`src/rtl/i2c_line_pkg.sv`:
```
// i2c line-side types; a quarter bit lasts qdly+3 clocks so the slowest bit is 4*258 clocks
`default_nettype none

package i2c_line_pkg;

    typedef logic [1:0] byte_cnt_t; // bytes after the slave address
    typedef logic [7:0] qdly_t;     // quarter-bit length minus 3

    typedef enum logic [2:0] {IDLE, FETCH, START, DATA, ACK, STOP} seq_state_t;

    // sequencer configuration from the control word
    typedef struct packed {
        logic      enrun;  // sequencer may start new commands
        byte_cnt_t nbytes;
        qdly_t     qdly;
    } i2c_cfg_t;

    // pin drive, en low releases the line
    typedef struct packed {
        logic scl;
        logic sda;
        logic scl_en;
        logic sda_en;
    } line_drv_t;

    localparam qdly_t QDLY_RESET  = 8'd100;
    localparam int    RESET_SWEEP = 16;     // pointer entries cleared per sweep

endpackage

`default_nettype wire

```
`src/rtl/sensi2c_cmd_pkg.sv`:
```
// host-side types and control-word layout; a page holds up to 64 commands and overflow is not detected
`default_nettype none

package sensi2c_cmd_pkg;

    localparam int PAGES     = 16;   // one page per frame, modulo 16
    localparam int RD_ADDR_W = 12;   // {page, pointer, byte}

    typedef logic [3:0]  page_t;     // frame page index
    typedef logic [5:0]  wptr_t;     // command slot within a page
    typedef logic [31:0] cmd_word_t; // i2c command or control word

    // one host request, fifo command or control word
    typedef struct packed {
        logic      is_ctrl;      // 1 selects the control word
        page_t     frame_offset; // frames ahead of the open page, 0 is asap
        cmd_word_t word;         // slave addr in 31:24, then payload msb first
    } cmd_req_t;

    // control word bits
    localparam int CTRL_RESET_BIT     = 14; // clear all pages and stop
    localparam int CTRL_RUN_SET_BIT   = 13; // load run state from bit 12
    localparam int CTRL_RUN_VAL_BIT   = 12;
    localparam int CTRL_BYTES_SET_BIT = 11; // load byte count from 10:9
    localparam int CTRL_DLY_SET_BIT   = 8;  // load quarter-bit delay from 7:0

endpackage

`default_nettype wire

```
`src/rtl/cmd_port.sv`:
```
// accepts one request per four-phase req/ack cycle; ack is withheld while the page sweep runs
`default_nettype none

module cmd_port (
    input  wire                             mclk,
    input  wire                             reset_cmd,
    input  wire                             req,
    input  wire sensi2c_cmd_pkg::cmd_req_t  cmd_req,
    input  wire                             sweeping,
    output logic                            ack,
    output logic                            wr_stb,
    output sensi2c_cmd_pkg::page_t          wr_offset,
    output sensi2c_cmd_pkg::cmd_word_t      wr_word,
    output i2c_line_pkg::i2c_cfg_t          cfg,
    output logic                            clear_all
);

    logic acc;      // request taken this cycle, ack rises next
    logic ctrl_stb; // control word waiting in wr_word

    assign acc = req && !ack && !sweeping;

    // handshake and strobes
    always_ff @(posedge mclk) begin
        if (reset_cmd) begin
            ack      <= 1'b0;
            wr_stb   <= 1'b0;
            ctrl_stb <= 1'b0;
        end else begin
            ack      <= req && (ack || !sweeping); // hold until req drops
            wr_stb   <= acc && !cmd_req.is_ctrl;
            ctrl_stb <= acc && cmd_req.is_ctrl;
        end
    end

    // payload, control words share the word register
    always_ff @(posedge mclk) begin
        if (acc) begin
            wr_offset <= cmd_req.frame_offset;
            wr_word   <= cmd_req.word;
        end
    end

    // configuration, one cycle after ack
    always_ff @(posedge mclk) begin
        if (reset_cmd) begin
            cfg.enrun  <= 1'b0;
            cfg.nbytes <= '0;
            cfg.qdly   <= i2c_line_pkg::QDLY_RESET;
            clear_all  <= 1'b0;
        end else begin
            clear_all <= ctrl_stb && wr_word[sensi2c_cmd_pkg::CTRL_RESET_BIT];
            if (ctrl_stb) begin
                if (wr_word[sensi2c_cmd_pkg::CTRL_RESET_BIT])
                    cfg.enrun <= 1'b0;                  // reset also stops
                else if (wr_word[sensi2c_cmd_pkg::CTRL_RUN_SET_BIT])
                    cfg.enrun <= wr_word[sensi2c_cmd_pkg::CTRL_RUN_VAL_BIT];
                if (wr_word[sensi2c_cmd_pkg::CTRL_BYTES_SET_BIT])
                    cfg.nbytes <= wr_word[sensi2c_cmd_pkg::CTRL_BYTES_SET_BIT - 1 -:
                                          $bits(i2c_line_pkg::byte_cnt_t)];
                if (wr_word[sensi2c_cmd_pkg::CTRL_DLY_SET_BIT])
                    cfg.qdly <= wr_word[sensi2c_cmd_pkg::CTRL_DLY_SET_BIT - 1 -:
                                        $bits(i2c_line_pkg::qdly_t)];
            end
        end
    end

    // ack never rises once the host has let go of req
    a_ack_needs_req: assert property (@(posedge mclk) disable iff (reset_cmd)
        $rose(ack) |-> req);

endmodule

`default_nettype wire

```
`config.mk`:
```
export PLATFORM = sky130hd
export DESIGN_NAME = cmd_port
export DESIGN_NICKNAME = d
export VERILOG_FILES = /design/src/rtl/i2c_line_pkg.sv /design/src/rtl/sensi2c_cmd_pkg.sv /design/src/rtl/cmd_port.sv
export SDC_FILE = /design/constraint.sdc
export NUM_CORES = 1
export LEC_CHECK = 0
export BUFFER_PORTS_ARGS = -buffer_cell sky130_fd_sc_hd__buf_2
export CAP_MARGIN = 15
export CORE_UTILIZATION = 35
export DETAILED_ROUTE_END_ITERATION = 16
export MAX_ROUTING_LAYER = met4
export PLACE_DENSITY = 0.65
export SYNTH_ARGS = -nofsm -noshare
export SYNTH_HDL_FRONTEND = slang
export SYNTH_SLANG_ARGS = --single-unit
```
`constraint.sdc`:
```
create_clock -name mclk -period 3.4 [get_ports mclk]
set_input_delay 0.85 -clock mclk [delete_from_list [all_inputs] [get_ports mclk]]
set_output_delay 0.85 -clock mclk [all_outputs]
set_load 0.03 [all_outputs]
```
### Word-level counts from Yosys, hierarchy flattened

Cells that the tools add are included.

* register bits: 51
* bits of input ports: 41
* output and inout port bits: 50
* word-level logic and storage cells: 25

* multiplexer cells: 2
* reduce and logical (&&, ||, !) cells: 14

Operator list (count)
* $logic_and 1x1->1: 6
* $reduce_and 2->1: 3
* $logic_not 1->1: 3
* $mux 1: 2
* $reduce_bool 2->1: 1
* $logic_or 1x1->1: 1

### Depth between registers and ports, before layout

* depth in word-level cells: 4
* depth in mapped cells: 4

### Worst setup path after synthesis

Ideal clock, no wire load.

* kind: input-to-reg
* start point: input port req
* end point: register wr_offset[0], enable pin
* library setup time: 429 ps
* arrival: 2452 ps
* path slack: 519 ps
* stages: 2
* buffers on the path: 0
* cells stage by stage: nand2b_1 -> nor2_1

* cells in the longest elaborated chain, start to end: 2

Ends and longest elaborated chain
* start, declared: RTL line cmd_port.sv:7 `input wire req,`
* $logic_and 1x1->1 (2 in series): RTL line cmd_port.sv:21 `assign acc = req && !ack && !sweeping;`
* named net acc: RTL line cmd_port.sv:18 `logic acc;`
* end signal, assigned: RTL line cmd_port.sv:39 `wr_offset <= cmd_req.frame_offset;`
* end, declared: RTL line cmd_port.sv:12 `output sensi2c_cmd_pkg::page_t wr_offset,`

The timed path passes the listed nets, and every way through them passes these cells.
A chain may end at the register's enable or synchronous reset.

### Worst setup path after layout

* start point: register wr_word[8]
* end point: output port wr_word[8]

RTL lines
* start, declared: RTL line cmd_port.sv:13 `output sensi2c_cmd_pkg::cmd_word_t wr_word,`
* start signal, assigned: RTL line cmd_port.sv:40 `wr_word <= cmd_req.word;`

No word-level cell between the ends.

==> qor.yml <==
wl_met3_um: 375
period_minus_slack_ns: 2.06
grt_use_total: 0.139
floorplan.initialDensity: 0.376
synth_top_cell_area_share: 0.642
drt-met1-wl_mm: 1.27
clock-sinks: 51
critPathArrivalTime_ns: 1.21
totalWireLength_mm: 3.35
setup.worst_path.start: "wr_word[8]"
cap_violations: 0
grt_max_degree: 37
p_leak_uw: 0.000956
cp-endpoint: "wr_word[8]"
synthMuxAreaShare: 0
relSlewSlack: 0.357
setup_viol: 0
final_antenna_net_count: 0
top_layer: "met4"
wl_met2_mm: 1.68
min_period_over_period: 0.605
setup-tns-final_ns: 0
holdCritPathClass: "reg2reg"
rsz0062_at_grt: "false"
fin_skew_ns: 0.00794
tritoncts: "built"
power_density_nw_per_um2: 513
synth_top_cell_by_area: "edfxtp_1"
core_area_um2: 4470
synth_compound_area_frac: 0.0884
drt_iter0_markers: 46
synth_area_per_cell_um2: 17.7
grt_pass1_wl_mm: 5.15
cts_resized: 0
fin_cells: 241
synthCells: 95
post_cts_buffers: 0
cpMaxStageDelayCell: "edfxtp_1"
fp.dieW_um: 71.4
rr_endpoint: "wr_word[27]"
synth_area_leaders: "edfxtp_1 (64%), dfxtp_1 (18%), a21bo_1 (2.4%), nand3_1 (2.1%), a21bo_2 (1.8%)"
ys_types: 22
end_kind: "output port"
ys_warn_count: 0
cts_root_buffer: "clkbuf_8"
synth_fa_ha_area_frac: 0
status: "complete, but fails checks"
hp-start: "cfg[2]"
cts.clk_slew.worst_paths_ns: 0.08
grt_pass1_vias: 1144
htreeDepth: 2
syn_nets: 136
place.gp.congestion: 0.730
drive_above_1_share: 0.540
slew_viol_final: 0
ys_ff_latch: 51
utilization: 0.509
drc: 8
hold_viol_final: 0
ir_worst_vdd_mv: 0.224
worst_pin_slew_ns: 0.962
antenna_found_initial: 0
regToRegStartpoint: "ack"
crit_family: "flip-flops"
worstSetupPathType: "reg2out"
yosys.area_share.simple: 0.0721
failed_checks: "design-rule violations"
timing.reg2reg.setup_slack_ns: 1.75
cp_cell_sequence: "buf_2"
firstDrtPassIters: 10
fmax_mhz: 486
cp_max_fo: 15
die_area_um2: 5090
nFillCells: 406
dpl.hpwl_mm: 2.49
postCtsHoldBufs: 0
dieHeight_um: 71.4
synth_top_family_by_area: "compound AO/OA/AOI/OAI gates"
io_buffers: 90
synth_xor_xnor_area_share: 0
worstSkewPairLatency_ns: 0.29
ys_seq_area_frac: 0.820
vias_per_cell: 4.79
clock_path_buffers: 2
cp.depth: 1
worstSetupStartpointType: "register"
antenna_cells: 0
routed-via-count: 1155
num_rows: 24
io_pins: 91
dp_cells: 233
gr-total-overflow: 0
cts_made_buffers: 5
final_nets: 229
critPathBufInv: 1
syn_to_final_growth_pct: 35.1
wl_per_cell_um: 13.9
worst_r2r_path_depth: 2
synth_area_um2: 1680
slowest_delay_ns: 0.64
cp_data_required_time_ns: 2.55
[how the worst min path moves through the flow]
stage | slack [ns] | depth (start not counted) | end
after global routing | 0.50 | 1 | cfg[2]
after detailed placement | 0.46 | 1 | cfg[2]
final | 0.48 | 1 | cfg[2]
after global placement | 0.44 | 1 | cfg[2]
after CTS | 0.48 | 1 | cfg[2]
after floorplan | 0.58 | 2 | cfg[2]
[placed cells by master, fill, tap and decap left out]
| cell | Yosys | routed |
|---|---|---|
| nand3_1 | 7 | 7 |
| nand4b_1 | 1 | 1 |
| nor2_4 | 0 | 1 |
| nor3b_1 | 1 | 1 |
| nor4_1 | 1 | 1 |
| buf_2 | 2 | 90 |
| clkbuf_8 | 0 | 5 |
| nand2_2 | 1 | 1 |
| a21bo_1 | 4 | 4 |
| edfxtp_1 | 36 | 36 |
| dfxtp_1 | 15 | 15 |
| nor2b_1 | 2 | 2 |
| nor2_1 | 2 | 1 |
| and3_1 | 3 | 3 |
| o21ai_0 | 1 | 1 |
| a211o_1 | 3 | 3 |
| nand2_1 | 1 | 1 |
| clkbuf_1 | 0 | 2 |
| nor4b_1 | 1 | 1 |
| a21oi_1 | 6 | 6 |
| o2bb2ai_1 | 1 | 1 |
| a21oi_2 | 1 | 1 |
| clkbuf_16 | 0 | 1 |
| nand2b_1 | 1 | 1 |
| a21bo_2 | 3 | 3 |
[state kept, by name, indices dropped and copies added (netlist names)]
register,cells
wr_word,32
cfg,11
wr_offset,4
ack,1
clear_all,1
ctrl_stb,1
wr_stb,1
[logic make-up (layout without fill, tap and decap cells)]
| group | Yosys count | in the layout |
|---|---|---|
| buffers and inverters | 4 | 98 |
| AND/OR/NAND/NOR | 21 | 21 |
| flip-flops | 51 | 51 |
| AO/OA/AOI/OAI | 19 | 19 |
[routing by layer]
layer  GRT usage  up-vias
met4      0.0422        0
met5           -        -
met2       0.238       66
met1       0.147      538
li1            -      547
met3      0.0563        4
[power breakdown]
group | switching [µW] | leakage (µW) | internal, µW
registers | 10.9 | 0.000457 | 690
clock network | 175 | 0.0000506 | 191
logic | 68.0 | 0.000448 | 33.2
[cells in the mapped netlist]
master and number:
nor4_1 1, and3_1 3, buf_6 2, nor4b_1 1
a211o_1 3, nor2b_1 2, nand3_1 7, nor3b_1 1
a21oi_2 1, nand2b_1 1, buf_2 2, a21oi_1 6
a21bo_2 3, nor2_1 2, nand2_1 1, dfxtp_1 15
nand4b_1 1, o21ai_0 1, nand2_2 1, a21bo_1 4
o2bb2ai_1 1, edfxtp_1 36
[stage by stage]
| step | instance area [µm²] | total power (µW) | setup WS, ns | hold WS, ns |
|---|---|---|---|---|
| 5_1_grt | 2280 | 1220 | 1.26 | 0.497 |
| 2_1_floorplan | 1680 | 771 | 0.519 | 0.584 |
| 6_report | 2280 | 1170 | 1.34 | 0.477 |
| 4_1_cts | 2280 | 1180 | 1.31 | 0.485 |
| 3_3_place_gp | 2170 | 813 | 1.22 | 0.441 |
| 3_5_place_dp | 2170 | 817 | 1.16 | 0.465 |
[layout make-up]
type	count	area, µm²	share of cell area
tap	52	65.1	0.0286
multi-input combinational	40	278	0.122
clock buffer	8	101	0.0445
timing repair buffer	90	450	0.198
sequential	51	1380	0.607
Note: power is estimated with default switching activity, not from simulation.
