## config.mk

```make
export PLATFORM = sky130hd
export DESIGN_NAME = i2c_sequencer
export DESIGN_NICKNAME = d
export VERILOG_FILES = /design/src/rtl/i2c_line_pkg.sv /design/src/rtl/i2c_sequencer.sv
export SDC_FILE = /design/constraint.sdc
export NUM_CORES = 1
export LEC_CHECK = 0
export ABC_AREA = 1
export BUFFER_PORTS_ARGS = -buffer_cell sky130_fd_sc_hd__buf_2
export CAP_MARGIN = 10
export CORE_MARGIN = 2
export CORE_UTILIZATION = 55
export DETAILED_ROUTE_END_ITERATION = 10
export GPL_ROUTABILITY_DRIVEN = 0
export PLACE_DENSITY_LB_ADDON = 0.08
export SLEW_MARGIN = 20
export SYNTH_ARGS = -nofsm -noshare
export SYNTH_HDL_FRONTEND = slang
export SYNTH_SLANG_ARGS = --single-unit
```

## constraint.sdc

```tcl
create_clock -name mclk -period 2.21 [get_ports mclk]
set_input_delay 0.221 -clock mclk [delete_from_list [all_inputs] [get_ports mclk]]
set_output_delay 0.221 -clock mclk [all_outputs]
set_load 0.05 [all_outputs]
```

## src/rtl/i2c_line_pkg.sv

```systemverilog
// i2c line-side types; a quarter bit lasts qdly+3 clocks so the slowest bit is 4*258 clocks
`default_nettype none

package i2c_line_pkg;

    typedef logic [1:0] byte_cnt_t; // bytes after the slave address
    typedef logic [7:0] qdly_t;     // quarter-bit length minus 3

    typedef enum logic [2:0] {IDLE, FETCH, START, DATA, ACK, STOP} seq_state_t;

    // sequencer configuration from the control word
    typedef struct packed {
        logic      enrun;  // sequencer may start new commands
        byte_cnt_t nbytes;
        qdly_t     qdly;
    } i2c_cfg_t;

    // pin drive, en low releases the line
    typedef struct packed {
        logic scl;
        logic sda;
        logic scl_en;
        logic sda_en;
    } line_drv_t;

    localparam qdly_t QDLY_RESET  = 8'd100;
    localparam int    RESET_SWEEP = 16;     // pointer entries cleared per sweep

endpackage

`default_nettype wire

```

## src/rtl/i2c_sequencer.sv

```systemverilog
// write-only i2c master without ack check or arbitration; clear_all aborts a write mid-byte
`default_nettype none

module i2c_sequencer (
    input  wire                           mclk,
    input  wire                           reset_cmd,
    input  wire                           clear_all,
    input  wire i2c_line_pkg::i2c_cfg_t   cfg,
    input  wire                           cmd_avail,
    input  wire [7:0]                     rd_data,
    output logic                          rd_en,
    output logic [1:0]                    rd_byte_sel, // 3 is the slave address byte
    output logic                          cmd_done,
    output logic                          running,
    output i2c_line_pkg::line_drv_t       line
);

    i2c_line_pkg::seq_state_t state;
    i2c_line_pkg::byte_cnt_t  bytes_left;
    logic [8:0] qcnt;     // quarter down-counter
    logic [1:0] qidx;     // quarter within the bit
    logic [2:0] bit_cnt;  // data bit within the byte
    logic [1:0] fcnt;     // ram latency count
    logic [8:0] sr;       // msb is on the line, ones shift in
    logic timed, q_end, bit_end, fetched, first, sda_bus;

    assign timed    = state inside {i2c_line_pkg::START, i2c_line_pkg::DATA,
                                    i2c_line_pkg::ACK, i2c_line_pkg::STOP};
    assign q_end    = (qcnt == '0);
    assign bit_end  = q_end && (qidx == 2'd3);
    assign first    = (rd_byte_sel == 2'd3);
    assign rd_en    = (state == i2c_line_pkg::FETCH) && (fcnt == 2'd0);
    assign fetched  = (state == i2c_line_pkg::FETCH) && (fcnt == 2'd2); // rd_data valid
    assign cmd_done = (state == i2c_line_pkg::STOP) && bit_end;
    assign running  = (state != i2c_line_pkg::IDLE);
    assign sda_bus  = !line.sda_en || line.sda;  // level seen on the wire

    // quarter timer, qdly+3 clocks per quarter
    always_ff @(posedge mclk) begin
        if (reset_cmd || !timed || q_end)
            qcnt <= {1'b0, cfg.qdly} + 9'd2;
        else
            qcnt <= qcnt - 1'b1;
        if (reset_cmd || !timed)
            qidx <= '0;
        else if (q_end)
            qidx <= qidx + 1'b1;
    end

    always_ff @(posedge mclk) begin
        if (reset_cmd || clear_all) begin
            state       <= i2c_line_pkg::IDLE;
            bytes_left  <= '0;
            rd_byte_sel <= 2'd3;
            bit_cnt     <= '0;
            fcnt        <= '0;
        end else begin
            case (state)
                i2c_line_pkg::IDLE: if (cfg.enrun && cmd_avail) begin
                    state       <= i2c_line_pkg::FETCH;
                    bytes_left  <= cfg.nbytes;   // latched per command
                    rd_byte_sel <= 2'd3;
                    fcnt        <= '0;
                end
                i2c_line_pkg::FETCH: begin
                    fcnt <= fcnt + 1'b1;
                    if (fetched) begin
                        state   <= first ? i2c_line_pkg::START : i2c_line_pkg::DATA;
                        bit_cnt <= '0;
                    end
                end
                i2c_line_pkg::START: if (bit_end) state <= i2c_line_pkg::DATA;
                i2c_line_pkg::DATA: if (bit_end) begin
                    bit_cnt <= bit_cnt + 1'b1;
                    if (bit_cnt == 3'd7)
                        state <= i2c_line_pkg::ACK;
                end
                i2c_line_pkg::ACK: if (bit_end) begin
                    if (bytes_left != '0) begin
                        bytes_left  <= bytes_left - 1'b1;
                        rd_byte_sel <= rd_byte_sel - 1'b1; // next lower byte
                        fcnt        <= '0;
                        state       <= i2c_line_pkg::FETCH;
                    end else
                        state <= i2c_line_pkg::STOP;
                end
                i2c_line_pkg::STOP: if (bit_end) state <= i2c_line_pkg::IDLE;
                default: state <= i2c_line_pkg::IDLE;
            endcase
        end
    end

    always_ff @(posedge mclk) begin
        if (fetched)
            sr <= {rd_data, 1'b1};
        else if ((state == i2c_line_pkg::DATA) && bit_end)
            sr <= {sr[7:0], 1'b1};
    end

    // pin drive, quarters 0..3 per bit
    always_ff @(posedge mclk) begin
        if (reset_cmd)
            line <= '{scl: 1'b1, sda: 1'b1, scl_en: 1'b0, sda_en: 1'b0};
        else begin
            case (state)
                i2c_line_pkg::START:   // sda falls in q2 with scl high
                    line <= '{scl: qidx != 2'd3, sda: !qidx[1], scl_en: 1'b1, sda_en: 1'b1};
                i2c_line_pkg::DATA:    // scl high in q1 and q2
                    line <= '{scl: ^qidx, sda: sr[8], scl_en: 1'b1, sda_en: 1'b1};
                i2c_line_pkg::ACK:     // sda left to the slave
                    line <= '{scl: ^qidx, sda: 1'b1, scl_en: 1'b1, sda_en: 1'b0};
                i2c_line_pkg::STOP:    // sda rises in q3 with scl high
                    line <= '{scl: qidx[1], sda: qidx == 2'd3, scl_en: 1'b1, sda_en: 1'b1};
                i2c_line_pkg::FETCH:   // hold scl low between bytes
                    line <= '{scl: first, sda: 1'b1, scl_en: !first, sda_en: 1'b0};
                default:
                    line <= '{scl: 1'b1, sda: 1'b1, scl_en: 1'b0, sda_en: 1'b0};
            endcase
        end
    end

    // data and ack bits never move sda while scl is high
    a_sda_stable: assert property (@(posedge mclk) disable iff (reset_cmd)
        $changed(sda_bus) && !$past(clear_all, 2) &&
        !($past(state) inside {i2c_line_pkg::START, i2c_line_pkg::STOP})
        |-> !line.scl && !$past(line.scl));

endmodule

`default_nettype wire

```

---- Yosys cells after proc, flatten, opt, wreduce, memory -nomap -nowiden ----
Cells that the tools add are included.
storage, ports and cells
  flip-flop bits (word level) ............. 35
  bits of input ports ..................... 23
  output and inout port bits .............. 9
  logic and storage cells ................. 93
cells by class
  add/subtract/negate cells ............... 7
  equality and inequality tests ........... 18
  multiplexer cells ....................... 29
  reductions and logical operators ........ 27
operators with widths
  operator                                                number
  two-way mux 3 bit                                       10
  two-way mux 9 bit                                       3
  case mux 4 bit (5 select lines)                         1
  two-way mux 2 bit                                       9
  case mux 3 bit (6 select lines)                         1
  inequality test 2 bit (second input constant)           7
  adder 8 x 2 -> 9 bit (second input constant)            1
  equality test 3 bit (second input constant)             3
  zero test 9 bit                                         1
  subtractor 9 x 1 -> 9 bit (second input constant)       1
  case mux 2 bit (2 select lines)                         2
  AND reduction 4 bit                                     2
  nonzero test 2 bit                                      4
  AND reduction 7 bit                                     1
  equality test 2 bit (second input constant)             3
  equality test 3 x 2 -> 1 bit (second input constant)    2
  logical AND 1 bit                                       6
  case mux 2 bit (3 select lines)                         1
  case mux 3 bit (2 select lines)                         1
  nonzero test 3 bit                                      2
  adder 2 x 1 -> 2 bit (second input constant)            2
  inequality test 2 x 1 -> 1 bit (second input constant)  2
  nonzero test 4 bit                                      1
  subtractor 2 x 1 -> 2 bit (second input constant)       2
  9 further kinds                                         13

---- Longest topological paths before layout ----
Gate-level depths: netlist (run 1).
  depth in word-level cells ............... 6
  depth in mapped cells ................... 10

---- Worst setup path after synthesis (run 1) ----
OpenSTA, ideal clock, no wires.
  path type ............................... register to output
  start ................................... reg qcnt[0]
  end ..................................... out cmd_done
  arrival time ............................ 1.578 ns
  data required time ...................... 1.989 ns
  path slack .............................. 0.411 ns
  stages on the path, launching flop included .. 7
  path buffers ............................ 0
  cells stage by stage .................... dfxtp_1 -> inv_1 -> ha_1 -> nand2_2 -> nor2_4 -> nand2_1 -> nor2_1
between the ends
  cells in the longest elaborated chain, start to end .. 3
ends and longest elaborated chain
  what                      line                 RTL
  start: declaration        i2c_sequencer.sv:20  logic [8:0] qcnt;
  start signal: assignment  i2c_sequencer.sv:41  qcnt <= {1'b0, cfg.qdly} + 9'd2;
  start signal: assignment  i2c_sequencer.sv:43  qcnt <= qcnt - 1'b1;
  zero test 9 bit           i2c_sequencer.sv:29  assign q_end = (qcnt == '0);
  logical AND 1 bit         i2c_sequencer.sv:30  assign bit_end = q_end && (qidx == 2'd3);
  logical AND 1 bit         i2c_sequencer.sv:34  assign cmd_done = (state == i2c_line_pkg::STOP) && bit_end;
  end: declaration          i2c_sequencer.sv:13  output logic cmd_done,
Every way passes these cells.

---- Final worst setup path (run 1) ----
Ends and elaborated chain as after synthesis.

==> results.py, run 1 <==
metrics = {
    "critical_path": {
        "cp_max_fo": 6,
        "crit_buf_inv": 2,
        "cp-start-kind": "flop",
        "crit_arrival_ns": 1.71,
        "end_kind": "primary output",
        "path_delay_family": "simple AND/OR/NAND/NOR gates",
        "critPathMaxStageDelay_ns": 0.32,
        "crit_chain": "inv_1 -> ha_1 -> nand2_2 -> nor2_4 -> nand2_1 -> nor2_1 -> buf_2",
        "cp.required_ns": 1.99,
        "path_class": "reg -> out",
        "critPathSlowestCell": "dfxtp_1",
    },
    "hold_path": {
        "hp-class": "in -> reg",
    },
    "synth": {
        "postSynthCellCount": 247,
        "yosysUniqueCellTypes": 31,
        "yosysWarnings": 0,
        "synth.net_count": 279,
        "syn_area_mm2": 0.001921,
        "post_synth.cell_area_avg_um2": 7.776,
        "ys_seq_elements": 35,
        "synth_edf_count": 8,
        "synth_ff_type": "dfxtp_1",
        "synthArstFlopShare": 0,
        "yosysSeqAreaShare": 0.4065,
    },
    "drt": {
        "drc": 0,
        "vias": 1602,
        "ant_nets": 0,
        "drtPass1Iterations": 4,
        "drt_wl_total_um": 3528,
        "avgRoutedWirePerCell_um": 10.63,
        "vias_per_cell": 4.825,
        "drtIter0Drc": 86,
    },
    "timing": {
        "tns_ns": 0,
        "post-route-period-util": 0.8753,
        "fin_crit_ns": 1.934,
        "worst_slack_ns": 0.2756,
        "report.final.slew_viol_count": 0,
        "holdWs_ns": 0.08163,
        "rsz0062_at_grt": "false",
        "finalHoldViolations": 0,
        "relSlewSlack": 0.7888,
        "tightest_slew_ns": 0.3163,
        "setup_violations": 0,
        "fmax_mhz": 517.0,
        "fin_worst_skew_ns": 0.009945,
    },
    "layout": {
        "final_nets": 317,
        "regArea_um2": 780.7,
        "multi_input_area_mm2": 0.001022,
        "layout_commonest_cell": "nand2_1",
        "stdcell_area_mm2": 0.002193,
        "drive_gt1_frac": 0.2517,
        "area_growth_syn_to_layout_pct": 14.20,
        "final_cell_mix": "nand2_1 (72), buf_2 (31), dfxtp_1 (27)",
        "n_fill_cell": 303,
        "diodes": 0,
    },
    "cts": {
        "cts.path.max_buffers": 2,
        "cts_tree": "done",
        "ctsResizeCount": 0,
        "cts_hold_buf": 0,
        "clk_pin_slew_ns": 0.11,
        "clock_latency_ns": 0.34,
        "clock_sinks": 35,
        "cts_buffers": 5,
        "h-tree-depth": 2,
        "post-cts-setup-buffers": 0,
        "ctsRootBufferMaster": "clkbuf_4",
    },
    "floorplan": {
        "die_w_um": 63.10,
        "fp.dieH_um": 63.10,
        "die_area_mm2": 0.003981,
        "ios": 32,
        "core_area_mm2": 0.003337,
        "placementRows": 21,
        "start_util": 0.5756,
    },
    "job": {
        "max_cap_violations": 0,
    },
    "place": {
        "io_buffers": 31,
        "place_ws_ns": 0.4227,
        "place.detailed.hpwl_um": 2766,
        "placed_area_mm2": 0.002133,
    },
    "global_route": {
        "grt_pass1_wl_um": 6299,
        "grt_remaining_overflow": 0,
        "grt_antenna_before_repair": 0,
        "first_global_vias": 1505,
        "grt_max_degree": 14,
        "grtUsageTotal": 0.2018,
    },
    "pwr": {
        "ir_worst_vdd_v": 0.0003955,
        "power.density_mw_per_mm2": 731.2,
        "finalPower_w": 0.001604,
        "p_leak_nw": 1.020,
    },
    "outcome": {
        "status": "completed",
    },
}
## through the flow
stage          std cells    util
4_1_cts              332  0.6573
6_report             332  0.6573
3_3_place_gp         324  0.6393
5_1_grt              332  0.6573
2_1_floorplan        247       -
3_5_place_dp         324  0.6393
## cells in the mapped netlist, types with 2 or more instances
cell type | n | area (um^2)
dfxtp_1 | 27 | 540.5
inv_4 | 2 | 12.51
inv_1 | 21 | 78.83
xor2_1 | 3 | 26.28
a21oi_1 | 11 | 55.05
nand4_1 | 5 | 31.28
nor3_1 | 3 | 15.01
xnor2_1 | 6 | 52.55
o31ai_1 | 2 | 15.01
edfxtp_1 | 8 | 240.2
nor2_2 | 5 | 31.28
nand3_1 | 11 | 55.05
nand2_1 | 72 | 270.3
nor2_4 | 5 | 56.30
inv_2 | 5 | 18.77
nor2_1 | 17 | 63.81
o21ai_0 | 9 | 45.04
ha_1 | 9 | 112.6
o21ai_1 | 3 | 15.01
nand2_4 | 2 | 22.52
a31oi_1 | 2 | 12.51
nand2_2 | 9 | 56.30
nand3_2 | 2 | 20.02
## power breakdown
part | switching, W | internal, W | leakage, nW
combinational | 0.000325 | 0.000163 | 0.691
sequential | 0.0000452 | 0.000702 | 0.293
clock | 0.000214 | 0.000154 | 0.0353
## routing by layer
metal	share of wire	up-vias	GRT usage
met5	0	-	0
met4	0.014	0	0.07778
met3	0.040	7	0.06429
met2	0.44	27	0.3191
met1	0.50	695	0.2569
li1	-	873	-
## flip-flops by register name, indices dropped and copies added, names as in the netlist
signal       cells
bit_cnt          3
bytes_left       2
fcnt             2
line             4
qcnt             9
qidx             2
rd_byte_sel      2
sr               8
state            3
## path summary, 6_finish.rpt
check | startpoint | endpoint | slack [ns] | depth (start not counted)
worst max register to register | state[0]$_SDFFE_PP0P_ | sr[6]$_DFFE_PP_ | 0.42 | 6
worst min register to register | bytes_left[1]$_SDFFE_PP0P_ | bytes_left[1]$_SDFFE_PP0P_ | 0.46 | 2
worst min-delay path | cfg[1] | qcnt[1]$_DFF_P_ | 0.08 | 2
worst max-delay path | qcnt[0]$_DFF_P_ | cmd_done | 0.28 | 7
## logic make-up (layout without fill, tap and decap cells)
family                     Yosys count  in the layout  share of synthesized area
AOI/OAI and AO/OA                   29             29                    0.08338
and+or+nand+nor                    135            135                     0.3440
muxes                                1              1                   0.005212
adders and majority gates            9              9                    0.05863
DFF                                 35             35                     0.4065
buffers and inverters               29             68                    0.06124
xor gates and xnor gates             9              9                    0.04104
## layout make-up
cell class / count / area share
Clock inverter: 1 / 0.002282
Tap cell: 46 / 0.02624
Multi-Input combinational cell: 183 / 0.4661
Timing Repair Buffer: 32 / 0.07416
Clock buffer: 7 / 0.02510
Sequential cell: 35 / 0.3560
Inverter: 28 / 0.05020
Power figures use the tool's default switching activity.
==> inputs of run 2 (changes only) <==
Clock period 2.21 ns to 2.1 ns, I/O delays scaled along.
==> run 2 against run 1 <==
  * Cell count grew 0.30%
  * Largest power group unchanged
  * Hold slack worse by 0.013 ns
  * Critical path type unchanged
  * First-iteration DRC count decreased by 1.2%
==> results.py, run 2 (synthesized netlist as in run 1, its figures left out) <==
metrics = {
    "timing": {
        "finalHoldViolations": 0,
        "report.final.slew_viol_count": 0,
        "post-route-period-util": 0.9074,
        "rsz0062_at_grt": "false",
        "tightest_slew_ns": 0.2772,
        "tns_ns": 0,
        "fin_crit_ns": 1.905,
        "relSlewSlack": 0.8138,
        "fmax_mhz": 524.8,
        "holdWs_ns": 0.06820,
        "fin_worst_skew_ns": 0.01075,
        "setup_violations": 0,
    },
    "critical_path": {
        "ff2ff_path_depth": 8,
        "cp.required_ns": 1.89,
        "r2r_setup_slack_ns": 0.32,
        "path_depth": 7,
        "crit_arrival_ns": 1.70,
        "end_kind": "primary output",
        "critPathSlowestCell": "dfxtp_1",
        "cp_max_fo": 6,
        "path_delay_family": "simple AND/OR/NAND/NOR gates",
        "crit_buf_inv": 2,
        "critPathMaxStageDelay_ns": 0.32,
        "crit_chain": "inv_1 -> ha_1 -> nand2_2 -> nor2_4 -> nand2_1 -> nor2_1 -> buf_2",
        "path_class": "reg -> out",
        "cp-start-kind": "flop",
    },
    "drt": {
        "drt_wl_total_um": 3522,
        "ant_nets": 0,
        "avgRoutedWirePerCell_um": 10.58,
        "drc": 0,
        "drtPass1Iterations": 4,
        "vias": 1607,
        "drtIter0Drc": 85,
        "vias_per_cell": 4.826,
    },
    "layout": {
        "layout_commonest_cell": "nand2_1",
        "final_nets": 318,
        "registers.top_by_ff_count": "qcnt",
        "stdcell_area_mm2": 0.002191,
        "final_cell_mix": "nand2_1 (72), buf_2 (31), dfxtp_1 (27)",
        "drive_gt1_frac": 0.2509,
        "diodes": 0,
        "largest_reg_flops": 9,
        "area_growth_syn_to_layout_pct": 14.07,
        "largest_registers": "qcnt: 9 flops, sr: 8 flops, line: 4 flops",
        "fin_cells": 333,
    },
    "floorplan": {
        "ios": 32,
        "placementRows": 21,
        "die_w_um": 63.10,
        "core_area_mm2": 0.003337,
        "die_area_mm2": 0.003981,
        "fp.dieH_um": 63.10,
        "start_util": 0.5756,
    },
    "job": {
        "max_cap_violations": 0,
    },
    "cts": {
        "cts_tree": "done",
        "ctsRootBufferMaster": "clkbuf_4",
        "post-cts-setup-buffers": 0,
        "ctsResizeCount": 0,
        "h-tree-depth": 2,
        "clk_pin_slew_ns": 0.11,
        "clock_latency_ns": 0.34,
        "cts_hold_buf": 0,
        "clock_sinks": 35,
        "cts_buffers": 5,
        "cts.path.max_buffers": 2,
    },
    "hold_path": {
        "hp-class": "in -> reg",
        "min_delay_path_depth": 2,
    },
    "pwr": {
        "power.density_mw_per_mm2": 755.2,
        "p_leak_nw": 1.019,
        "ir_worst_vdd_v": 0.0004949,
    },
    "global_route": {
        "first_global_vias": 1533,
        "grt_remaining_overflow": 0,
        "grtUsageTotal": 0.2003,
        "grt_pass1_wl_um": 6251,
        "grt_max_degree": 14,
        "grt_antenna_before_repair": 0,
    },
    "place": {
        "dp.cells": 325,
        "io_buffers": 31,
        "place.detailed.hpwl_um": 2731,
        "placed_area_mm2": 0.002141,
    },
    "outcome": {
        "status": "completed",
    },
}
run 2: cell count changes in the layout (fill, tap and decap cells not counted):
cell	change
buf_4	+1
clkbuf_1	+1
clkbuf_8	-1
run 2: area by class of cell:
cell class	count	area [um^2]
Clock inverter	1	5.005
Timing Repair Buffer	33	170.2
Multi-Input combinational cell	183	1022
Clock buffer	7	45.04
Sequential cell	35	780.7
Tap cell	46	57.56
Inverter	28	110.1
Fill cell	319	1146
run 2: where the power goes:
part | internal, W | leakage [nW] | switching, W | total, W
logic | 0.000175 | 0.696 | 0.000348 | 0.000523
clock network | 0.000130 | 0.0293 | 0.000220 | 0.000351
registers | 0.000739 | 0.293 | 0.0000424 | 0.000781
total | 0.00104 | 1.02 | 0.000611 | 0.00165
run 2: path summary, 6_finish.rpt:
path                     endpoint            start
hold reg to reg   qcnt[0]$_DFF_P_  qcnt[0]$_DFF_P_
setup / recovery         cmd_done  qcnt[0]$_DFF_P_
hold / removal    qcnt[1]$_DFF_P_           cfg[1]
setup reg to reg  sr[8]$_DFFE_PP_  qcnt[0]$_DFF_P_
run 2: metal layers:
layer / track usage / vias up / share of wire
met5: 0 / - / 0
met3: 0.06607 / 5 / 0.033
li1: - / 878 / -
met4: 0.08056 / 0 / 0.014
met1: 0.2463 / 704 / 0.49
met2: 0.3231 / 20 / 0.46
run 2: stage by stage:
| stage | utilization | total power (W) | worst slack (ns) |
|---|---|---|---|
| finish | 0.6565 | 0.001655 | 0.1945 |
| global route | 0.6565 | 0.001768 | 0.03884 |
| CTS | 0.6565 | 0.001664 | 0.1721 |
| detailed placement | 0.6415 | 0.001318 | 0.3144 |
| global placement | 0.6415 | 0.001317 | 0.3696 |
| floorplan | - | 0.001204 | 0.3119 |
