**src/rtl/i2c_line_pkg.sv**
```systemverilog
// i2c line-side types; a quarter bit lasts qdly+3 clocks so the slowest bit is 4*258 clocks
`default_nettype none

package i2c_line_pkg;

    typedef logic [1:0] byte_cnt_t; // bytes after the slave address
    typedef logic [7:0] qdly_t;     // quarter-bit length minus 3

    typedef enum logic [2:0] {IDLE, FETCH, START, DATA, ACK, STOP} seq_state_t;

    // sequencer configuration from the control word
    typedef struct packed {
        logic      enrun;  // sequencer may start new commands
        byte_cnt_t nbytes;
        qdly_t     qdly;
    } i2c_cfg_t;

    // pin drive, en low releases the line
    typedef struct packed {
        logic scl;
        logic sda;
        logic scl_en;
        logic sda_en;
    } line_drv_t;

    localparam qdly_t QDLY_RESET  = 8'd100;
    localparam int    RESET_SWEEP = 16;     // pointer entries cleared per sweep

endpackage

`default_nettype wire

```
**src/rtl/sensi2c_cmd_pkg.sv**
```systemverilog
// host-side types and control-word layout; a page holds up to 64 commands and overflow is not detected
`default_nettype none

package sensi2c_cmd_pkg;

    localparam int PAGES     = 16;   // one page per frame, modulo 16
    localparam int RD_ADDR_W = 12;   // {page, pointer, byte}

    typedef logic [3:0]  page_t;     // frame page index
    typedef logic [5:0]  wptr_t;     // command slot within a page
    typedef logic [31:0] cmd_word_t; // i2c command or control word

    // one host request, fifo command or control word
    typedef struct packed {
        logic      is_ctrl;      // 1 selects the control word
        page_t     frame_offset; // frames ahead of the open page, 0 is asap
        cmd_word_t word;         // slave addr in 31:24, then payload msb first
    } cmd_req_t;

    // control word bits
    localparam int CTRL_RESET_BIT     = 14; // clear all pages and stop
    localparam int CTRL_RUN_SET_BIT   = 13; // load run state from bit 12
    localparam int CTRL_RUN_VAL_BIT   = 12;
    localparam int CTRL_BYTES_SET_BIT = 11; // load byte count from 10:9
    localparam int CTRL_DLY_SET_BIT   = 8;  // load quarter-bit delay from 7:0

endpackage

`default_nettype wire

```
**src/rtl/frame_pages.sv**
```systemverilog
// up to 64 commands per page without overflow check; offset 15 shares the page cleared at the next frame sync
`default_nettype none

module frame_pages (
    input  wire                                        mclk,
    input  wire                                        reset_cmd,
    input  wire                                        clear_all,
    input  wire                                        frame_sync,
    input  wire                                        wr_stb,
    input  wire sensi2c_cmd_pkg::page_t                wr_offset,
    input  wire sensi2c_cmd_pkg::cmd_word_t            wr_word,
    input  wire                                        cmd_done,
    output logic                                       ram_we,
    output logic [sensi2c_cmd_pkg::RD_ADDR_W-3:0]      ram_waddr, // {page, pointer}
    output sensi2c_cmd_pkg::cmd_word_t                 ram_wdata,
    output logic                                       cmd_avail,
    output logic [sensi2c_cmd_pkg::RD_ADDR_W-3:0]      rd_base,   // {page, pointer}
    output logic                                       sweeping
);

    sensi2c_cmd_pkg::wptr_t wptr_mem [sensi2c_cmd_pkg::PAGES]; // per-page write pointers
    sensi2c_cmd_pkg::page_t open_page;  // asap writes go here
    sensi2c_cmd_pkg::page_t prev_page;  // expired page, cleared on next advance
    sensi2c_cmd_pkg::page_t rd_page;    // sequencer reads from here
    sensi2c_cmd_pkg::wptr_t rd_ptr;
    sensi2c_cmd_pkg::page_t wr_sel;     // target page of the incoming write
    sensi2c_cmd_pkg::page_t wr_page;
    sensi2c_cmd_pkg::wptr_t wr_ptr;
    logic [$clog2(i2c_line_pkg::RESET_SWEEP):0] sweep_cnt;
    logic sync_pend;  // frame sync waiting for a write to finish
    logic adv;        // open page steps this cycle
    logic rd_adv;     // read page steps this cycle
    logic restart;
    logic rd_empty;

    assign restart   = reset_cmd || clear_all;
    assign sweeping  = (sweep_cnt != '0);
    assign wr_sel    = open_page + wr_offset;                  // wraps modulo 16
    assign {wr_page, wr_ptr} = ram_waddr;
    assign adv       = sync_pend && !wr_stb && !ram_we && !sweeping;
    assign rd_empty  = (rd_ptr == wptr_mem[rd_page]);
    assign cmd_avail = !sweeping && !rd_empty;                 // pointers are junk mid-sweep
    assign rd_adv    = !sweeping && rd_empty && (rd_page != open_page);
    assign rd_base   = {rd_page, rd_ptr};

    // ram write one cycle after the strobe
    always_ff @(posedge mclk) begin
        if (reset_cmd)
            ram_we <= 1'b0;
        else
            ram_we <= wr_stb;
        if (wr_stb) begin
            ram_waddr <= {wr_sel, wptr_mem[wr_sel]};
            ram_wdata <= wr_word;
        end
    end

    // pointer memory: sweep, clear expired page, or bump after a write
    always_ff @(posedge mclk) begin
        if (sweeping)
            wptr_mem[sensi2c_cmd_pkg::page_t'(sweep_cnt - 1'b1)] <= '0;
        else if (adv)
            wptr_mem[prev_page] <= '0;
        else if (ram_we)
            wptr_mem[wr_page] <= wr_ptr + 1'b1;
    end

    always_ff @(posedge mclk) begin
        if (restart)
            sweep_cnt <= ($clog2(i2c_line_pkg::RESET_SWEEP) + 1)'(i2c_line_pkg::RESET_SWEEP);
        else if (sweeping)
            sweep_cnt <= sweep_cnt - 1'b1;

        if (reset_cmd)
            sync_pend <= 1'b0;
        else if (frame_sync)
            sync_pend <= 1'b1;                   // a new pulse wins over the advance
        else if (adv)
            sync_pend <= 1'b0;
    end

    // open and read page tracking
    always_ff @(posedge mclk) begin
        if (restart) begin
            open_page <= '0;
            prev_page <= '1;
            rd_page   <= '0;
            rd_ptr    <= '0;
        end else begin
            if (adv) begin
                open_page <= open_page + 1'b1;
                prev_page <= open_page;
            end
            if (rd_adv) begin
                rd_page <= rd_page + 1'b1;
                rd_ptr  <= '0;
            end else if (adv && (rd_page == prev_page))
                rd_ptr <= '0;                    // unsent leftovers are dropped
            else if (cmd_done && cmd_avail)
                rd_ptr <= rd_ptr + 1'b1;
        end
    end

    // read side never overtakes the write side of its page
    a_rd_behind_wr: assert property (@(posedge mclk) disable iff (reset_cmd)
        !sweeping |-> (rd_ptr <= wptr_mem[rd_page]));

endmodule

`default_nettype wire

```
**config.mk**
```make
export PLATFORM = sky130hd
export DESIGN_NAME = frame_pages
export DESIGN_NICKNAME = d
export VERILOG_FILES = /design/src/rtl/i2c_line_pkg.sv /design/src/rtl/sensi2c_cmd_pkg.sv /design/src/rtl/frame_pages.sv
export SDC_FILE = /design/constraint.sdc
export NUM_CORES = 1
export LEC_CHECK = 0
export BUFFER_PORTS_ARGS = -buffer_cell sky130_fd_sc_hd__clkbuf_2
export CAP_MARGIN = 20
export CORE_ASPECT_RATIO = 1.2
export CORE_MARGIN = 4
export CORE_UTILIZATION = 58
export CTS_CLUSTER_SIZE = 8
export DETAILED_ROUTE_END_ITERATION = 6
export PLACE_DENSITY = 0.88
export SLEW_MARGIN = 30
export SYNTH_ARGS = -nofsm -noshare
export SYNTH_HDL_FRONTEND = slang
export SYNTH_SLANG_ARGS = --single-unit
export TNS_END_PERCENT = 50
```
**constraint.sdc**
```tcl
create_clock -name mclk -period 3.6 [get_ports mclk]
set_input_delay 0.36 -clock mclk [delete_from_list [all_inputs] [get_ports mclk]]
set_output_delay 0.36 -clock mclk [all_outputs]
set_load 0.02 [all_outputs]
```
* Word level (Yosys, flattened, before mapping)
Memories as Yosys holds them, arrays and structs flattened. A register that Yosys moved wholly into a read port is not among the register bits.
Index checks and enable logic that the tools add are counted.
** Cells by class
- Add/sub/neg operators :: 6
- Equal/unequal tests :: 3
- Multiplexer cells :: 19
- Reduce and logical (&&, ||, !) cells :: 18
** Operators with widths (count)
- $mux 4 :: 4
- $mux 1 :: 13
- $add 6x1->6 const B :: 2
- $mux 6 :: 2
- $reduce_or 6->1 :: 2
- $add 4x1->4 const B :: 2
- $logic_and 1x1->1 :: 8
- $eq 6x6->1 :: 1
- $reduce_bool 5->1 :: 1
- $sub 5x1->5 const B :: 1
- $add 4x4->4 :: 1
- $eq 4x4->1 :: 1
- $logic_not 1->1 :: 4
- $ne 4x4->1 :: 1
- $reduce_or 3->1 :: 1
- $reduce_bool 2->1 :: 1
- $logic_or 1x1->1 :: 1
** Word-level totals
- Bits in registers :: 67
- RAM bits :: 96
- Output and inout bits :: 55
- Word-level logic and storage cells :: 56
- Memories kept :: 1
** Memories
- wptr_mem :: words 16, width 6, rd ports 2, clocked after Yosys merged registers in 2, wr ports 1, RTL line frame_pages.sv:21 : sensi2c_cmd_pkg::wptr_t wptr_mem [sensi2c_cmd_pkg::PAGES];

* Logic depth before layout (Yosys ltp)
Gate-level depths: netlist of the first run.
- Depth after elaboration :: 10
- Gate-level depth with buffers :: 12
- Gate-level depth less buffers :: 10

* Least setup slack after synthesis of the first run
No wires, ideal clock.
- Kind :: register to register
- Start point :: register open_page[0]
- End point :: register ram_waddr[1] (netlist name), read port of wptr_mem, data pin
- Setup time :: 0.271 ns
- Arrival :: 2.615 ns
- Slack :: 0.714 ns
- Stages on the path, launching flop included :: 8
- Path buffers :: 3
- Period minus slack after synthesis :: 2.886 ns
- Cells stage by stage :: dfxtp_1 > ha_1 > clkbuf_1 > buf_2 > buf_1 > mux4_2 > mux2i_1 > a21oi_1
** On the way
- Cells in the longest elaborated chain, start to end :: 1
** RTL lines
- start: declaration :: RTL line frame_pages.sv:22 : sensi2c_cmd_pkg::page_t open_page;
- start signal: assignment :: RTL line frame_pages.sv:91 : open_page <= open_page + 1'b1;
- $add 4x4->4 :: RTL line frame_pages.sv:38 : assign wr_sel = open_page + wr_offset;
- named net wr_sel[0] :: RTL line frame_pages.sv:26 : sensi2c_cmd_pkg::page_t wr_sel;
- end: declaration :: RTL line frame_pages.sv:14 : output logic [sensi2c_cmd_pkg::RD_ADDR_W-3:0] ram_waddr,
The timed path passes the listed nets, and every way through them passes these cells.
A chain may end at the register's enable or synchronous reset.

==> results.json, run 1 <==
{
  "status": "finished, final reports clean",
  "path_cells": "buf_4, mux4_2, mux2i_1, mux2i_1, xnor2_1, nand2_2, nor3_4, nor2_1, clkbuf_2",
  "grt_overflow": 0,
  "crit_arrival_ns": 3.06,
  "cts_buffers": 17,
  "fillers": 787,
  "drive_gt1_share_pct": 32.6,
  "critPathCaptureType": "output port",
  "die_x_um": 112,
  "synthTopCellsByArea": "edfxtp_1 (55%), mux4_2 (12%), dfxtp_1 (7.7%)",
  "synthToLayoutAreaGrowth_pct": 17.2,
  "max-vdd-ir-drop_mv": 0.294,
  "cap_violations": 0,
  "fmax_mhz": 292,
  "route.detailed.drc": 0,
  "antenna_found_initial": 0,
  "setup_viol": 0,
  "port_buffers": 96,
  "finalWirelength_um": 19800,
  "ctsHoldBuffers": 0,
  "final_nets": 658,
  "netlist_instances": 495,
  "die_y_um": 133,
  "setup_tns_ns": 0,
  "criticalPathCategory": "register to output port",
  "cts_root_buf": "clkbuf_16",
  "dr.first_iter.drc_count": 659,
  "clock_latency_ns": 0.43,
  "syn_area_per_cell_sq_um": 15.3,
  "cp.required_ns": 3.24,
  "crit_family": "multiplexers",
  "p_leak_nw": 3.28,
  "cpMostUsedCell": "mux2i_1",
  "viasPerCell": 6.71,
  "path_buf_inv": 2,
  "gp_congestion": 0.885,
  "utilization_pct": 69.9,
  "place_area_sq_um": 8280,
  "initial_utilization_pct": 59.6,
  "cp-start-kind": "register",
  "seq_area_frac_synth_pct": 62.3,
  "grt_pass1_wl_um": 30400,
  "dp_hpwl_um": 13500,
  "async_flop_share_pct": 0,
  "final_common_cell": "edfxtp_1",
  "critPathSlowestCell": "dfxtp_1",
  "dieArea_sq_um": 15000,
  "grt_pass1_vias": 5315,
  "max_slew.worst_pin.slew_ns": 1.02,
  "relSlewSlack_pct": 31.0,
  "ys.flop_type": "edfxtp_1",
  "std_cell_rows": 45,
  "core_sq_um": 12700,
  "synth_area_sq_um": 7590,
  "synth_nets": 547,
  "synth_top_area_cell": "edfxtp_1",
  "whs_ns": 0.0999,
  "cts.sinks": 167,
  "io_pins": 97,
  "power-per-cell-area_nw_per_um2": 513,
  "synth_edf_count": 138,
  "layout_common_cells": "edfxtp_1 (138), clkbuf_2 (96), mux2i_1 (43)",
  "fin_worst_skew_ns": 0.00927,
  "fin_crit_sh_pct": 95.1,
  "vias": 5257,
  "clockBufferDepth": 2,
  "wl_per_cell_um": 25.3,
  "antennaDiodeCount": 0,
  "slew_violations": 0,
  "finalHoldViolations": 0,
  "dr.pass1.iters": 6,
  "ys_warn_count": 0,
  "antenna_left": 0,
  "cts.clk_slew.worst_paths_ns": 0.07,
  "grt_usage_pct": 26.8,
  "crit_path_max_fanout": 25,
  "cpPeakStageDelay_ns": 0.41,
  "final_area_sq_um": 8890,
  "period_minus_slack_ns": 3.42,
  "htreeDepth": 4,
  "rsz0062_at_grt": "no",
  "grt_max_degree": 45,
  "yosysTopAreaCellShare_pct": 54.6,
  "cts_tree": "built",
  "synth-seq-cells": 167,
  "synth.distinct_cells": 52,
  "hold_class": "primary input to register"
}
[registers in the layout (all words and copies together) (netlist names), named ones only]
name       cells
ram_waddr     10
prev_page      4
open_page      4
sweep_cnt      5
wptr_mem      96
rd_ptr         6
ram_wdata     32
rd_page        4
sync_pend      1
ram_we         1
[cell type report]
type / instances / area (sq um) / share of cell area [%]
repair buffers: 114 / 628 / 7.07
multi-input cells: 300 / 2710 / 30.5
clock inverters: 15 / 166 / 1.87
well taps: 164 / 205 / 2.31
inverters: 6 / 22.5 / 0.253
clock buffers: 17 / 425 / 4.79
flip-flops and latches: 167 / 4730 / 53.2
[cells in the mapped netlist, types with 2 or more instances]
| cell type | number |
|---|---|
| dfxtp_1 | 29 |
| o41ai_1 | 2 |
| or2_2 | 2 |
| nor3_1 | 4 |
| a31o_2 | 2 |
| buf_12 | 2 |
| inv_1 | 6 |
| clkbuf_1 | 10 |
| a22oi_1 | 4 |
| mux4_2 | 39 |
| and3_1 | 6 |
| o21ai_0 | 6 |
| a211oi_1 | 6 |
| xor2_1 | 14 |
| a21oi_1 | 19 |
| a21o_1 | 2 |
| nand2b_1 | 3 |
| edfxtp_1 | 138 |
| nand4_1 | 4 |
| xnor2_1 | 15 |
| ha_1 | 9 |
| buf_2 | 6 |
| nand2_1 | 30 |
| mux2i_1 | 43 |
| nor2_1 | 44 |
| nand3_1 | 9 |
| o21a_1 | 3 |
| or4_1 | 3 |
| or3_1 | 2 |
| nor2b_1 | 9 |
| o31ai_1 | 2 |
| buf_6 | 2 |
[what timing repair did]
action | CTS | global route
endpoints found under the hold margin | 0 | 0
endpoints found under the setup margin | 1 | 1
setup buffers | 0 | 0
gates resized for setup | 1 | 2
[metrics by stage]
stage | setup WS (ns) | power (W) | std cells
after floorplan | 0.714 | 0.00257 | 495
after global placement | 0.641 | 0.00274 | 751
after detailed placement | 0.524 | 0.00277 | 751
after CTS | 0.0325 | 0.00455 | 783
after global routing | 0.0619 | 0.00468 | 783
final | 0.177 | 0.00456 | 783
[per-layer routing]
layer	vias to the layer above	share of wire [%]	global-route usage, %
met5	-	0	0
met4	0	5.9	13.6
met3	107	10	7.77
met2	438	49	44.4
met1	2572	35	32.0
li1	2140	-	-
[cells by family (layout without fill, tap and decap cells)]
kind of cell | count (synthesis) | count (layout) | share of synthesized area (%)
flip-flops | 167 | 167 | 62.3
AND/OR/NAND/NOR | 124 | 124 | 8.08
multiplexers | 83 | 83 | 17.4
AO/OA/AOI/OAI | 54 | 54 | 4.93
XOR/XNOR | 29 | 29 | 3.35
buffers and inverters | 28 | 152 | 2.16
adder cells (fa/ha/maj) | 10 | 10 | 1.75
[power breakdown]
| part | internal, W | leakage (nW) | switching [W] |
|---|---|---|---|
| Combinational | 0.000168 | 1.44 | 0.000290 |
| Sequential | 0.00222 | 1.56 | 0.0000752 |
| Clock | 0.000983 | 0.279 | 0.000828 |
| Total | 0.00337 | 3.28 | 0.00119 |
[worst reg2reg max path, cell delays in order, from the launching register on]
cell,delay [ns]
dfxtp_1,0.34
inv_1,0.12
ha_1,0.19
nor4b_2,0.28
nand2_1,0.42
mux2i_1,0.22
a21oi_1,0.43
nand2b_1,0.21
nor2_1,0.51
[worst paths after layout]
check | start | end | slack, ns | depth (start not counted)
worst max-delay path | register | cmd_avail | 0.18 | 9
worst min-delay path | wr_word[2] | ram_wdata[2] | 0.1 | 1
worst max register to register | sweep_cnt[0] | wptr_mem[10][5] | 0.50 | 8
worst min register to register | sweep_cnt[4] | sweep_cnt[4] | 0.54 | 1
Power figures use the tool's default switching activity.
==> run 2, diff against run 1 <==
Settings changed: ABC_AREA set to 0, BUFFER_PORTS_ARGS -buffer_cell sky130_fd_sc_hd__clkbuf_2 to not set, CORE_UTILIZATION 58 to 63, DONT_BUFFER_PORTS set to 1, PLACE_DENSITY 0.88 to 0.87.
==> results.json, run 2 (synthesized netlist as in run 1, its figures left out) <==
{
  "wl_per_cell_um": 26.9,
  "setup_tns_ns": 0,
  "antenna_found_initial": 1,
  "fmax_mhz": 295,
  "largest_register_ffs": 96,
  "status": "finished, final reports clean",
  "synthToLayoutAreaGrowth_pct": 9.43,
  "multi_input_area_sq_um": 2720,
  "rsz0062_at_grt": "no",
  "period_minus_slack_ns": 3.39,
  "max-vdd-ir-drop_mv": 0.337,
  "dr.first_iter.drc_count": 768,
  "crit_path_max_fanout": 12,
  "dp_hpwl_um": 12100,
  "cts.clk_slew.worst_paths_ns": 0.07,
  "core_sq_um": 11700,
  "die_x_um": 108,
  "grt_pass1_wl_um": 27200,
  "grt_overflow": 0,
  "fillers": 674,
  "cts.sinks": 167,
  "seq_area_sq_um": 4730,
  "gp_congestion": 0.907,
  "vias": 4657,
  "antenna_left": 0,
  "utilization_pct": 71.1,
  "htreeDepth": 4,
  "dieArea_sq_um": 13900,
  "port_buffers": 0,
  "power-per-cell-area_nw_per_um2": 519,
  "reg.largest.list": "wptr_mem (96), ram_wdata (32), ram_waddr (10)",
  "initial_utilization_pct": 65.0,
  "std_cell_rows": 43,
  "grt_max_degree": 46,
  "io_pins": 97,
  "viasPerCell": 6.91,
  "relSlewSlack_pct": 35.1,
  "crit_arrival_ns": 3.44,
  "final_nets": 555,
  "clock_latency_ns": 0.42,
  "clockBufferDepth": 2,
  "worst_slack_ns": 0.208,
  "grt_pass1_vias": 4544,
  "cap_violations": 0,
  "dp_slack_ns": 0.259,
  "cp.required_ns": 3.64,
  "cp-start-kind": "register",
  "fin_crit_sh_pct": 94.2,
  "layout_common_cells": "edfxtp_1 (138), mux2i_1 (43), nor2_1 (42)",
  "die_y_um": 128,
  "cts_tree": "built",
  "fin_worst_skew_ns": 0.00780,
  "final_common_cell": "edfxtp_1",
  "cts_root_buf": "clkbuf_16",
  "drive_gt1_share_pct": 18.4,
  "finalWirelength_um": 18100,
  "p_leak_nw": 2.82,
  "max_slew.worst_pin.slew_ns": 0.962,
  "largest-register": "wptr_mem",
  "cts_buffers": 17,
  "critPathCaptureType": "register",
  "setup_viol": 0,
  "whs_ns": 0.0271,
  "slew_violations": 0,
  "route.detailed.drc": 0,
  "finalHoldViolations": 0,
  "hold_class": "primary input to register",
  "grt_usage_pct": 26.9,
  "criticalPathCategory": "register to register",
  "dr.pass1.iters": 7,
  "post_cts_buffers": 0
}
==> run 2: cell count changes in the layout (fill, tap and decap cells not counted), moves of 2 or more <==
cell,delta
buf_4,-8
clkbuf_2,-96
clkinv_1,+3
clkinv_8,-2
inv_8,-3
nor2_1,+2
nor2_2,-2
==> run 2: path summary, 6_finish.rpt <==
path | startpoint | endpoint | slack (ns) | depth (start not counted)
min reg2reg | sync_pend | sync_pend | 0.52 | 2
max | sweep_cnt[0] | wptr_mem[0][3] | 0.21 | 9
max reg2reg | sweep_cnt[0] | wptr_mem[0][3] | 0.21 | 9
min | wr_word[21] | ram_wdata[21] | 0.03 | 0
==> run 2: what timing repair did <==
| action | CTS | global route |
|---|---|---|
| hold buffers | 1 | 0 |
| hold endpoints to repair | 2 | 0 |
| gates resized for setup | 3 | 1 |
| setup endpoints to repair | 1 | 1 |
==> run 2: area by class of cell <==
cell class	instances	area share, %
antenna	1	0.0301
clock buffer	17	5.12
clock inverter	15	1.25
inverter	6	0.271
multi-input combinational	300	32.8
sequential	167	57.0
tap	157	2.37
timing repair buffer	11	1.18
==> run 2: layer usage <==
metal,up-vias,GRT usage (%),part of all wire (%)
met1,2260,32.5,35
met4,0,12.9,4.2
met2,387,44.7,50
li1,1942,-,-
met5,-,0,0
met3,68,7.36,11
==> run 2: report_power, final <==
part / internal, W / total [W] / switching [W]
sequential: 0.00222 / 0.00235 / 0.000123
clock: 0.000881 / 0.00164 / 0.000762
combinational: 0.000120 / 0.000324 / 0.000204
==> run 2: critical path, stage by stage, from the launching register on <==
cell and delay [ns]:
dfxtp_1 0.34, inv_1 0.15, ha_1 0.19, nor4b_2 0.27, buf_4 0.25, nand2_1 0.29, nor2_1 0.23, a21oi_1 0.15
or2_2 0.41, nor2_1 0.74
==> run 2: metrics by stage <==
stage / total power, W / instances / instance area, sq um
final: 0.00431 / 674 / 8300
after detailed placement: 0.00269 / 640 / 7740
after global routing: 0.00443 / 674 / 8300
after global placement: 0.00267 / 640 / 7740
after CTS: 0.00431 / 673 / 8290
after floorplan: 0.00257 / 495 / 7590
==> run 3, diff against run 2 <==
Settings changed: BUFFER_PORTS_ARGS set to -buffer_cell sky130_fd_sc_hd__clkbuf_2, CORE_UTILIZATION 63 to 58, DONT_BUFFER_PORTS 1 to not set, PLACE_DENSITY 0.87 to 0.88.
Clock period 3.6 ns to 3.7 ns, I/O delays scaled along.
==> results.json, run 3 (synthesized netlist as in run 1, its figures left out) <==
{
  "largest_register_ffs": 96,
  "dp_hpwl_um": 12900,
  "grt_pass1_vias": 4904,
  "die_y_um": 133,
  "fin_crit_sh_pct": 94.2,
  "std_cell_rows": 45,
  "hold_end": "ram_wdata[17]",
  "p_leak_nw": 3.25,
  "gp_congestion": 0.944,
  "setup_viol": 0,
  "grt_overflow": 0,
  "period_minus_slack_ns": 3.48,
  "antenna_left": 0,
  "rr_worst_depth": 10,
  "vias": 4998,
  "r2r_slack_ns": 0.58,
  "cp-start-kind": "register",
  "grt_usage_pct": 25.0,
  "finalWirelength_um": 18500,
  "fmax_mhz": 287,
  "cp.required_ns": 3.33,
  "reg.largest.list": "wptr_mem (96), ram_wdata (32), ram_waddr (10)",
  "slew_violations": 0,
  "dr.first_iter.drc_count": 772,
  "viasPerCell": 6.42,
  "cts_buffers": 17,
  "path_cells": "mux4_2, mux2i_1, xnor2_1, nand2_1, o2111ai_2, nor3_4, nor2_1, clkbuf_2",
  "htreeDepth": 4,
  "cap_violations": 0,
  "drive_gt1_share_pct": 31.4,
  "critPathCaptureType": "output port",
  "cts_tree": "built",
  "largest-register": "wptr_mem",
  "final_nets": 654,
  "utilization_pct": 69.5,
  "dr.pass1.iters": 7,
  "final_common_cell": "edfxtp_1",
  "crit_path_max_fanout": 14,
  "cts_root_buf": "clkbuf_16",
  "criticalPathCategory": "register to output port",
  "route.detailed.drc": 0,
  "place_area_sq_um": 8250,
  "grt_max_degree": 45,
  "max_slew.worst_pin.slew_ns": 0.898,
  "dieArea_sq_um": 15000,
  "hold_class": "primary input to register",
  "finalHoldViolations": 0,
  "clockBufferDepth": 2,
  "critPathSlowestCell": "dfxtp_1",
  "fillers": 778,
  "min_from": "wr_word[17]",
  "power-per-cell-area_nw_per_um2": 498,
  "port_buffers": 96,
  "rsz0062_at_grt": "no",
  "core_sq_um": 12700,
  "die_x_um": 112,
  "fin_worst_skew_ns": 0.00748,
  "crit_arrival_ns": 3.11,
  "holdPathStages": 1,
  "clock_latency_ns": 0.43,
  "r2r_start": "sweep_cnt[0]",
  "synthToLayoutAreaGrowth_pct": 16.5,
  "relSlewSlack_pct": 39.9,
  "initial_utilization_pct": 59.6,
  "layout_common_cells": "edfxtp_1 (138), clkbuf_2 (96), mux2i_1 (43)",
  "wl_per_cell_um": 23.7,
  "antennaDiodeCount": 0,
  "final_area_sq_um": 8840,
  "cts.clk_slew.worst_paths_ns": 0.06,
  "antenna_found_initial": 0,
  "grt_pass1_wl_um": 28100,
  "setup_tns_ns": 0,
  "io_pins": 97,
  "cpPeakStageDelay_ns": 0.75,
  "max-vdd-ir-drop_mv": 0.348,
  "cts.sinks": 167,
  "status": "finished, final reports clean",
  "ctsHoldBuffers": 0,
  "reg2reg_to": "wptr_mem[10][5]"
}
==> run 3: stage by stage <==
step | hold slack [ns] | instances | setup slack (ns) | power (W)
6_report | 0.114 | 779 | 0.216 | 0.00440
3_5_place_dp | 0.497 | 747 | 0.626 | 0.00268
5_1_grt | 0.0980 | 779 | 0.0498 | 0.00453
2_1_floorplan | 0.442 | 495 | 0.814 | 0.00250
4_1_cts | 0.105 | 779 | 0.137 | 0.00440
3_3_place_gp | 0.488 | 747 | 0.739 | 0.00266
==> run 3: worst max path at each step <==
stage | endpoint | slack, ns | depth (start not counted)
floorplan | ram_waddr[1] | 0.81 | 7
global placement | cmd_avail | 0.74 | 8
detailed placement | cmd_avail | 0.63 | 9
CTS | cmd_avail | 0.14 | 8
global route | cmd_avail | 0.05 | 8
finish | cmd_avail | 0.22 | 8
==> run 3: worst max-delay path: cells and delay by family (launching register included) <==
kind | cells | cell delay (ns)
buf+inv | 1 | 0.17
simple gates | 3 | 0.67
mux | 2 | 0.75
xor+xnor | 1 | 0.09
flops | 1 | 0.75
compound gates | 1 | 0.25
==> run 3: layout make-up <==
| cell class | instances | area (sq um) | share of cell area [%] |
|---|---|---|---|
| Tap cell | 164 | 205 | 2.32 |
| Clock buffer | 19 | 433 | 4.90 |
| Multi-Input combinational cell | 300 | 2710 | 30.7 |
| Clock inverter | 13 | 146 | 1.66 |
| Sequential cell | 167 | 4720 | 53.4 |
| Timing Repair Buffer | 110 | 598 | 6.76 |
| Inverter | 6 | 22.5 | 0.255 |
==> run 3: where the power goes <==
part	internal, W	switching, W
combinational	0.000157	0.000272
clock	0.00100	0.000739
sequential	0.00216	0.0000697
total	0.00332	0.00108
==> run 3: timing repair <==
item,in CTS,in global routing
gates resized for setup,0,1
setup buffers,0,0
endpoints found under the setup margin,0,1
==> run 3: metal layers <==
layer / up-vias / GRT usage, % / share of wire (%)
met2: 306 / 42.1 / 51
met4: 0 / 8.68 / 2.5
met3: 52 / 6.32 / 8.8
met5: - / 0 / 0
met1: 2505 / 31.7 / 38
li1: 2135 / - / -
